==> src/hdl/lsu_pkg.sv <==
// lsu_pkg: shared widths, enums and packed structs of the load/store unit
`default_nettype none

package lsu_pkg;

  localparam int XLEN  = 32;  // data and address width
  localparam int REG_W = 5;   // register index
  localparam int TAG_W = 3;   // completion buffer index

  // access size and extension; stores reuse lb/lh/lw for size only
  typedef enum logic [2:0] {
    lb,
    lh,
    lw,
    lbu,
    lhu
  } load_t;

  // memory latch occupancy
  typedef enum logic {
    ls_idle,
    ls_busy
  } lsu_state_t;

  // issue stage request
  typedef struct packed {
    logic              valid;
    logic              dren;        // memory read
    logic              dwen;        // memory write
    logic              wen;         // register writeback
    logic [REG_W-1:0]  reg_rd;
    load_t             load_type;
    logic [XLEN-1:0]   port_a;      // base
    logic [XLEN-1:0]   port_b;      // offset
    logic [XLEN-1:0]   store_data;
    logic [TAG_W-1:0]  tag;
  } ls_req_t;

  // completion report to the completion buffer
  typedef struct packed {
    logic              done;
    logic              wen;
    logic [REG_W-1:0]  reg_rd;
    logic [XLEN-1:0]   wdata;       // extended load data
    logic [TAG_W-1:0]  tag;
    logic              mal_addr;
    logic [XLEN-1:0]   addr;
  } ls_resp_t;

  // simple data bus, little endian
  typedef struct packed {
    logic              ren;
    logic              wen;
    logic [XLEN-1:0]   addr;
    logic [3:0]        byte_en;
    logic [XLEN-1:0]   wdata;
  } dbus_req_t;

endpackage

`default_nettype wire
==> src/hdl/lsu_top.sv <==
// lsu_top: load/store subsystem joining address unit, latch control and extender
`timescale 1ns/100ps
`default_nettype none

module lsu_top (
  input  wire logic                     CLK,
  input  wire logic                     nRST,
  input  wire logic                     flush,       // hazard flush, halt included
  input  wire lsu_pkg::ls_req_t         req,
  input  wire logic [lsu_pkg::XLEN-1:0] dbus_rdata,
  input  wire logic                     dbus_busy,
  output logic                          busy,        // back-pressure to issue
  output lsu_pkg::ls_resp_t             resp,
  output lsu_pkg::dbus_req_t            dbus
);

  logic [lsu_pkg::XLEN-1:0] agu_addr;
  logic [3:0]               agu_byte_en;
  logic                     agu_mal;
  logic [lsu_pkg::XLEN-1:0] ext_data;
  lsu_pkg::load_t           lat_load_type;
  logic [3:0]               lat_byte_en;

  // address from the issuing request, before the latch
  agu i_agu (
    .port_a    (req.port_a),
    .port_b    (req.port_b),
    .load_type (req.load_type),
    .address   (agu_addr),
    .byte_en   (agu_byte_en),
    .mal_addr  (agu_mal)
  );

  // extension works on the latched access
  dmem_extender i_dmem_extender (
    .dmem_in   (dbus_rdata),
    .load_type (lat_load_type),
    .byte_en   (lat_byte_en),
    .ext_out   (ext_data)
  );

  loadstore_unit i_loadstore_unit (
    .CLK           (CLK),
    .nRST          (nRST),
    .flush         (flush),
    .req           (req),
    .address       (agu_addr),
    .byte_en       (agu_byte_en),
    .mal_addr      (agu_mal),
    .dbus_busy     (dbus_busy),
    .ext_data      (ext_data),
    .busy          (busy),
    .resp          (resp),
    .dbus          (dbus),
    .lat_load_type (lat_load_type),
    .lat_byte_en   (lat_byte_en)
  );

endmodule

`default_nettype wire

==> src/hdl/loadstore_unit.sv <==
// loadstore_unit: one-entry memory latch driving the data bus and reporting completion
`timescale 1ns/100ps
`default_nettype none

module loadstore_unit (
  input  wire logic                     CLK,
  input  wire logic                     nRST,
  input  wire logic                     flush,
  input  wire lsu_pkg::ls_req_t         req,
  input  wire logic [lsu_pkg::XLEN-1:0] address,      // from agu
  input  wire logic [3:0]               byte_en,
  input  wire logic                     mal_addr,
  input  wire logic                     dbus_busy,
  input  wire logic [lsu_pkg::XLEN-1:0] ext_data,     // extended read data
  output logic                          busy,
  output lsu_pkg::ls_resp_t             resp,
  output lsu_pkg::dbus_req_t            dbus,
  output lsu_pkg::load_t                lat_load_type,
  output logic      [3:0]               lat_byte_en
);

  lsu_pkg::lsu_state_t state;

  // latched access fields
  logic                      dren_q;
  logic                      dwen_q;
  logic                      wen_q;
  logic [lsu_pkg::REG_W-1:0] reg_rd_q;
  lsu_pkg::load_t            load_type_q;
  logic [lsu_pkg::XLEN-1:0]  store_data_q;
  logic [lsu_pkg::TAG_W-1:0] tag_q;
  logic [lsu_pkg::XLEN-1:0]  address_q;
  logic [3:0]                byte_en_q;
  logic                      mal_q;

  logic full;
  logic bus_act;    // latched access really goes to the bus
  logic complete;
  logic accept;

  assign full     = (state == lsu_pkg::ls_busy);
  assign bus_act  = (dren_q | dwen_q) & ~mal_q;
  // misaligned or bus-less entries finish in their first latch cycle
  assign complete = full & ~(bus_act & dbus_busy);
  assign busy     = full & ~complete;
  // a flush also squashes whatever sits at issue
  assign accept   = req.valid & ~busy & ~flush;

  always_ff @(posedge CLK, negedge nRST) begin
    if (!nRST) begin
      state <= lsu_pkg::ls_idle;
    end else if (flush) begin
      state <= lsu_pkg::ls_idle;  // abandon without completion
    end else if (accept) begin
      state <= lsu_pkg::ls_busy;  // refill on the completing edge too
    end else if (complete) begin
      state <= lsu_pkg::ls_idle;
    end
  end

  always_ff @(posedge CLK) begin
    if (accept) begin
      dren_q       <= req.dren;
      dwen_q       <= req.dwen;
      wen_q        <= req.wen;
      reg_rd_q     <= req.reg_rd;
      load_type_q  <= req.load_type;
      store_data_q <= req.store_data;
      tag_q        <= req.tag;
      address_q    <= address;
      byte_en_q    <= byte_en;
      mal_q        <= mal_addr;
    end
  end

  // bus side held stable while dbus_busy is high
  always_comb begin
    dbus.ren     = full & dren_q & ~mal_q & ~flush;
    dbus.wen     = full & dwen_q & ~mal_q & ~flush;
    dbus.addr    = address_q;
    dbus.byte_en = byte_en_q;
    case (load_type_q)
      lsu_pkg::lb,
      lsu_pkg::lbu: dbus.wdata = {4{store_data_q[7:0]}};   // byte in every lane
      lsu_pkg::lh,
      lsu_pkg::lhu: dbus.wdata = {2{store_data_q[15:0]}};  // half in both halves
      default:      dbus.wdata = store_data_q;
    endcase
  end

  assign lat_load_type = load_type_q;
  assign lat_byte_en   = byte_en_q;

  // completion report as a single cycle pulse
  always_comb begin
    resp.done     = complete & ~flush;
    resp.wen      = wen_q & ~mal_q;
    resp.reg_rd   = reg_rd_q;
    resp.wdata    = (dren_q & ~mal_q) ? ext_data : '0;  // zero when misaligned
    resp.tag      = tag_q;
    resp.mal_addr = mal_q;
    resp.addr     = address_q;
  end

endmodule

`default_nettype wire

==> src/hdl/dmem_extender.sv <==
// dmem_extender: picks the addressed byte or half of a read word and extends it
`timescale 1ns/100ps
`default_nettype none

module dmem_extender (
  input  wire logic [lsu_pkg::XLEN-1:0] dmem_in,   // little endian bus word
  input  wire lsu_pkg::load_t           load_type,
  input  wire logic [3:0]               byte_en,
  output logic      [lsu_pkg::XLEN-1:0] ext_out
);

  logic [7:0]  sel_byte;
  logic [15:0] sel_half;

  // byte lane from the one-hot enable
  always_comb begin
    case (byte_en)
      4'b0001: sel_byte = dmem_in[7:0];
      4'b0010: sel_byte = dmem_in[15:8];
      4'b0100: sel_byte = dmem_in[23:16];
      4'b1000: sel_byte = dmem_in[31:24];
      default: sel_byte = 8'h00;
    endcase
  end

  // upper half when lanes 2 and 3 are enabled
  always_comb begin
    if (byte_en == 4'b1100) begin
      sel_half = dmem_in[31:16];
    end else begin
      sel_half = dmem_in[15:0];
    end
  end

  always_comb begin
    case (load_type)
      lsu_pkg::lb:  ext_out = {{24{sel_byte[7]}}, sel_byte};   // sign
      lsu_pkg::lbu: ext_out = {24'h000000, sel_byte};          // zero
      lsu_pkg::lh:  ext_out = {{16{sel_half[15]}}, sel_half};
      lsu_pkg::lhu: ext_out = {16'h0000, sel_half};
      lsu_pkg::lw:  ext_out = dmem_in;                         // unchanged
      default:      ext_out = dmem_in;
    endcase
  end

endmodule

`default_nettype wire

==> src/hdl/agu.sv <==
// agu: address generation with lane mask and alignment check
`timescale 1ns/100ps
`default_nettype none

module agu (
  input  wire logic [lsu_pkg::XLEN-1:0] port_a,     // base register
  input  wire logic [lsu_pkg::XLEN-1:0] port_b,     // immediate offset
  input  wire lsu_pkg::load_t           load_type,
  output logic      [lsu_pkg::XLEN-1:0] address,
  output logic      [3:0]               byte_en,
  output logic                          mal_addr
);

  logic [1:0] offs;  // lane offset inside the word

  assign address = port_a + port_b;
  assign offs    = address[1:0];

  always_comb begin
    byte_en  = 4'b1111;
    mal_addr = 1'b0;
    case (load_type)
      lsu_pkg::lb,
      lsu_pkg::lbu: begin
        byte_en  = 4'b0001 << offs;  // any lane is legal
        mal_addr = 1'b0;
      end
      lsu_pkg::lh,
      lsu_pkg::lhu: begin
        byte_en  = offs[1] ? 4'b1100 : 4'b0011;
        mal_addr = offs[0];          // odd half address
      end
      lsu_pkg::lw: begin
        byte_en  = 4'b1111;
        mal_addr = |offs;            // word needs both low bits clear
      end
      default: begin
        byte_en  = 4'b1111;
        mal_addr = 1'b0;
      end
    endcase
  end

endmodule

`default_nettype wire

==> config.mk <==
export PLATFORM = sky130hd
export DESIGN_NAME = lsu_top
export DESIGN_NICKNAME = d
export VERILOG_FILES = /design/src/hdl/lsu_pkg.sv /design/src/hdl/lsu_top.sv /design/src/hdl/loadstore_unit.sv /design/src/hdl/dmem_extender.sv /design/src/hdl/agu.sv
export SDC_FILE = /design/constraint.sdc
export NUM_CORES = 1
export LEC_CHECK = 0
export BUFFER_PORTS_ARGS = -buffer_cell sky130_fd_sc_hd__buf_4
export CAP_MARGIN = 10
export CELL_PAD_IN_SITES_DETAIL_PLACEMENT = 1
export CELL_PAD_IN_SITES_GLOBAL_PLACEMENT = 1
export CORE_AREA = 2 2 105 182
export CTS_CLUSTER_DIAMETER = 100
export DETAILED_ROUTE_END_ITERATION = 10
export DIE_AREA = 0 0 107 184
export PLACE_DENSITY_LB_ADDON = 0.1
export SLEW_MARGIN = 20
export SYNTH_ARGS = -nofsm -noshare
export SYNTH_HDL_FRONTEND = slang
export SYNTH_SLANG_ARGS = --single-unit
export TNS_END_PERCENT = 30
==> constraint.sdc <==
create_clock -name CLK -period 9.1 [get_ports CLK]
set_input_delay 0.455 -clock CLK [delete_from_list [all_inputs] [get_ports CLK]]
set_output_delay 0.455 -clock CLK [all_outputs]
set_load 0.03 [all_outputs]
; ---- Yosys cells after proc, flatten, opt, wreduce, memory -nomap -nowiden
; Cells that the tools add are included.
[totals]
ff_bits = 84
input_bits = 147
output_inout_bits = 146
wordCells = 65
[op_classes]
add_sub_neg = 1
n_eq_ne = 12
shift = 1
mux = 11
n_bitwise = 21
reduce_logical = 8
[op_table]
columns = operator, count
row1 = $pmux 32 s4, 1
row2 = $pmux 32 s2, 1
row3 = $add 32x32->32, 1
row4 = $mux 32, 1
row5 = $pmux 8 s4, 1
row6 = $mux 16, 1
row7 = $and 1x1->1, 15
row8 = $reduce_or 2->1, 5
row9 = $eq 3x2->1 const B, 3
row10 = $eq 4x4->1 const B, 2
row11 = $pmux 4 s2, 1
row12 = $eq 3x1->1 const B, 2
row13 = $eq 3x3->1 const B, 2
row14 = $logic_not 3->1, 2
row15 = $not 1->1, 5
row16 = $eq 4x1->1 const B, 1
row17 = $eq 4x2->1 const B, 1
row18 = $eq 4x3->1 const B, 1
row19 = $mux 4, 1
row20 = $shl 1x2->4 const A, 1
row21 = $mux 1, 3
row22 = $reduce_bool 3->1, 1
row23 = $pmux 1 s2, 1
row24 = $or 1x1->1, 1

; ---- Longest topological paths before layout
[logic_depth]
word_depth = 12
depth_mapped = 10

; ---- Modules after synthesis
; Synthesis repeated with hierarchy kept, for this count alone.
[hier_totals]
hier_cells = 694
hier_area_um2 = 6857.8
[modules_own_cells]
columns = module, instances, cells_per_inst, area_each_um2, seq_area_each_um2
row1 = loadstore_unit, 1, 245, 3802.4, 2517.4
row2 = agu, 1, 276, 1873.0, 0.0
row3 = dmem_extender, 1, 173, 1182.4, 0.0

; ---- Least setup slack after synthesis
; No wires, ideal clock.
[synth_timing]
path_type = in2reg
start = input dbus_busy
end = register i_loadstore_unit.address_q[0] in the netlist's numbering (enable)
arrival_time_ns = 6.473
path_slack_ns = 2.000
cell_stages = 4
n_path_buf = 0
path_cell_list = nor3b_1 nand2_1 inv_1 nor3_1
[synth_between]
elab_chain_cells = 8
[synth_rtl]
columns = element, line_no
row1 = "start, declared", lsu_top.sv:11  ; input wire logic dbus_busy,
row2 = $and 1x1->1, loadstore_unit.sv:44  ; assign complete = full & ~(bus_act & dbus_busy);
row3 = $not 1->1, loadstore_unit.sv:44
row4 = $and 1x1->1, loadstore_unit.sv:44
row5 = $not 1->1, loadstore_unit.sv:45  ; assign busy = full & ~complete;
row6 = $and 1x1->1, loadstore_unit.sv:45
row7 = named net busy, lsu_top.sv:12  ; output logic busy,
row8 = $not 1->1, loadstore_unit.sv:47  ; assign accept = req.valid & ~busy & ~flush;
row9 = $and 1x1->1 (2 in series), loadstore_unit.sv:47
row10 = named net i_loadstore_unit.accept, loadstore_unit.sv:39  ; logic accept;
row11 = "end signal, assigned", loadstore_unit.sv:70  ; address_q <= address;
row12 = "end, declared", loadstore_unit.sv:32  ; logic [lsu_pkg::XLEN-1:0] address_q;
; The timed path passes the listed nets, and every way through them passes these cells.
; A chain may end at the register's enable or synchronous reset.

==> results.json <==
{
  "slew_headroom_pct": 44.4,
  "place_inst": 1092,
  "grt_usage_pct": 21.8,
  "grt_pass1_vias": 6302,
  "finalMaxSlewViolations": 0,
  "top_layer_used": "met4",
  "synth.distinct_cells": 63,
  "clk_latency_ns": 0.34,
  "numCtsBuffers": 9,
  "setup_violations": 0,
  "antenna_found_initial": 0,
  "viasPerCell": 5.35,
  "p_int_mw": 0.850,
  "die-width_um": 107,
  "postCtsSetupRepairBufs": 0,
  "synth_ff_type": "edfxtp_1",
  "ys_warn_count": 0,
  "synth_most_common_cell": "edfxtp_1",
  "swShare_pct": 33.4,
  "synth.cell_area_um2": 6260,
  "grt_pass1_wl_um": 33400,
  "hpwl_um": 17700,
  "cts_tree": "built",
  "grt_overflow": 0,
  "cts_buffer_depth": 2,
  "synth_cells": 640,
  "ioPinCount": 293,
  "leakage_nw": 3.64,
  "outcome": "finished clean",
  "finalSetupTns_ns": 0,
  "hold_path_class": "input pin to flip-flop",
  "fp.dieH_um": 184,
  "place_area_um2": 8300,
  "synth-edff-count": 83,
  "drt_first_iter_violations": 171,
  "synth-seq-cells": 84,
  "globalplace.congestion": 0.918,
  "synth_nets": 819,
  "cellPowerDensity_nw_per_um2": 148,
  "ys_seq_area_share_pct": 40.2,
  "path_max_fanout": 35,
  "yosys.area.top_type": "edfxtp_1",
  "hold_viol": 0,
  "wl_per_cell_um": 19.8,
  "start_kind": "flip-flop",
  "vias": 5934,
  "synthArstFlopShare_pct": 1.19,
  "power.switching_mw": 0.426,
  "route.met2.wl_um": 12300,
  "combPwrFrac_pct": 33.5,
  "syn_to_final_growth_pct": 37.7,
  "end_kind": "primary output",
  "grt_max_degree": 84,
  "worst_ep_required_time_ns": 8.65,
  "rows": 65,
  "skew_ns": 0.00559,
  "worstMarginPinSlew_ns": 0.834,
  "dr.pass1.iters": 4,
  "clkPwrFrac_pct": 28.8,
  "fmax_mhz": 292,
  "wirelength_met1_um": 7620,
  "cts_resized": 0,
  "post-route-cell-area_um2": 8610,
  "cts.sink_count": 84,
  "netlist.area_leader.share_pct": 39.8,
  "antenna_left": 0,
  "multi_input_area_um2": 3220,
  "wl_met3_um": 1100,
  "root_buffer": "clkbuf_16",
  "crit_arrival_ns": 2.97,
  "clk_pin_slew_worst_paths_ns": 0.06,
  "htreeDepth": 3,
  "port_buffers": 292,
  "vdd_ir_drop_max_mv": 0.0853,
  "synth_area_leaders": "edfxtp_1 40%, ha_1 6.2%, buf_4 5.0%, a21oi_1 4.9%, nand2_1 3.1%",
  "holdBufCountCts": 1,
  "core_area_um2": 18100,
  "pwr-share-seq_pct": 37.7,
  "max_cap_viol_count": 0,
  "register_area_um2": 2520,
  "n_antenna_cell": 0,
  "pre_cts_slack_ns": 5.80,
  "critical_path_class": "flip-flop to primary output",
  "start_util_pct": 34.5,
  "design.die.area_um2": 19700,
  "synth_area_per_cell_um2": 9.78,
  "ys_top_cells_by_count": "83 x edfxtp_1, 61 x a21oi_1, 51 x nand2_1",
  "fin_crit_sh_pct": 37.6,
  "rsz0062_at_grt": "no",
  "min_period_ns": 3.42,
  "timing.final.ws_setup_ns": 5.68,
  "finalNonFillerCells": 1109,
  "wl_um": 21900,
  "finalNetCount": 1050,
  "fill_cells": 2091,
  "drc": 0,
  "drive_above_1_share_pct": 40.8
}
critical path, cell delays in order, from the launching register on:
cell,delay [ns]
edfxtp_1,0.60
buf_8,0.26
nand2b_1,0.31
a21boi_4,0.23
buf_4,0.40
o21ai_2,0.22
a221oi_1,0.35
nor2_1,0.07
buf_4,0.18
metal layers:
layer  track usage (%)  up-vias
met5                 0        -
met4              10.7        0
met3              3.65       44
met2              42.3      191
met1              21.8     2888
li1                  -     2811
cell type report:
| cell class | count | area share, % |
|---|---|---|
| tap | 234 | 3.40 |
| sequential | 84 | 29.2 |
| clock buffer | 9 | 2.61 |
| inverter | 14 | 0.610 |
| multi-input combinational | 465 | 37.4 |
| timing repair buffer | 297 | 26.0 |
| clock inverter | 6 | 0.755 |
final timing paths:
kind / cells after the start / slack, ns / endpoint / start
max: 8 / 5.68 / resp[41] / i_loadstore_unit.lat_load_type[1]
min: 2 / 0.29 / i_loadstore_unit.full / flush
max reg2reg: 6 / 7.14 / i_loadstore_unit.address_q[18] / i_loadstore_unit.dren_q
min reg2reg: 2 / 0.56 / i_loadstore_unit.full / i_loadstore_unit.full
max in group asynchronous: 2 / 8.59 / i_loadstore_unit.full / nRST
min in group asynchronous: 2 / 0.43 / i_loadstore_unit.full / nRST
power by group through the flow:
stage | clock [mW] | combinational [mW] | sequential (mW)
finish | 0.368 | 0.427 | 0.481
global placement | 0 | 0.419 | 0.490
CTS | 0.379 | 0.429 | 0.483
detailed placement | 0 | 0.426 | 0.491
floorplan | 0 | 0.249 | 0.513
global route | 0.393 | 0.458 | 0.484
cell families after synthesis:
kind of cell	Yosys count	synth area share (%)
flip-flops	84	40.2
AND/OR/NAND/NOR	178	13.6
AO/OA/AOI/OAI	194	21.7
multiplexers	26	4.56
XOR/XNOR	35	4.90
adder cells (fa/ha/maj)	32	6.52
buffers and inverters	91	8.52
placed cells by master, fill, tap and decap left out, types with 2 or more instances in the layout:
master and n:
a21oi_2 3, nor3_1 25, o21a_1 23, o2111ai_1 2, nand2_1 51, and2_1 3
xor2_1 15, ha_1 31, and2b_1 2, and3_1 2, a31oi_1 3, buf_4 294
mux2_2 16, edfxtp_1 83, nand2b_1 5, a211oi_1 3, inv_1 14, clkbuf_16 9
nand3_1 7, a21o_1 7, o31ai_1 2, o221a_2 15, nor2_1 46, o21ai_2 2
nor2b_1 15, nor3b_1 2, mux2i_1 9, nand4_1 10, xnor2_1 20, o21bai_1 3
o31a_1 2, a21oi_1 61, a22oi_1 7, o211ai_1 2, a221oi_1 16, o21ai_0 23
o21ai_1 7, clkinv_4 2, a211o_1 3
sequential cells by signal, summed over array words and instances, names as in the netlist:
register                        flops
i_loadstore_unit.address_q         32
i_loadstore_unit.dren_q             1
i_loadstore_unit.dwen_q             1
i_loadstore_unit.full               1
i_loadstore_unit.lat_byte_en        4
i_loadstore_unit.lat_load_type      3
i_loadstore_unit.mal_q              1
i_loadstore_unit.reg_rd_q           5
i_loadstore_unit.store_data_q      32
i_loadstore_unit.tag_q              3
i_loadstore_unit.wen_q              1
through the flow:
stage | utilization (%) | power (mW) | hold slack [ns]
global route | 47.5 | 1.34 | 0.270
CTS | 47.4 | 1.29 | 0.267
detailed placement | 45.7 | 0.917 | 0.232
global placement | 45.7 | 0.908 | 0.231
finish | 47.5 | 1.28 | 0.286
floorplan | - | 0.761 | 0.159
Power figures use the tool's default switching activity.
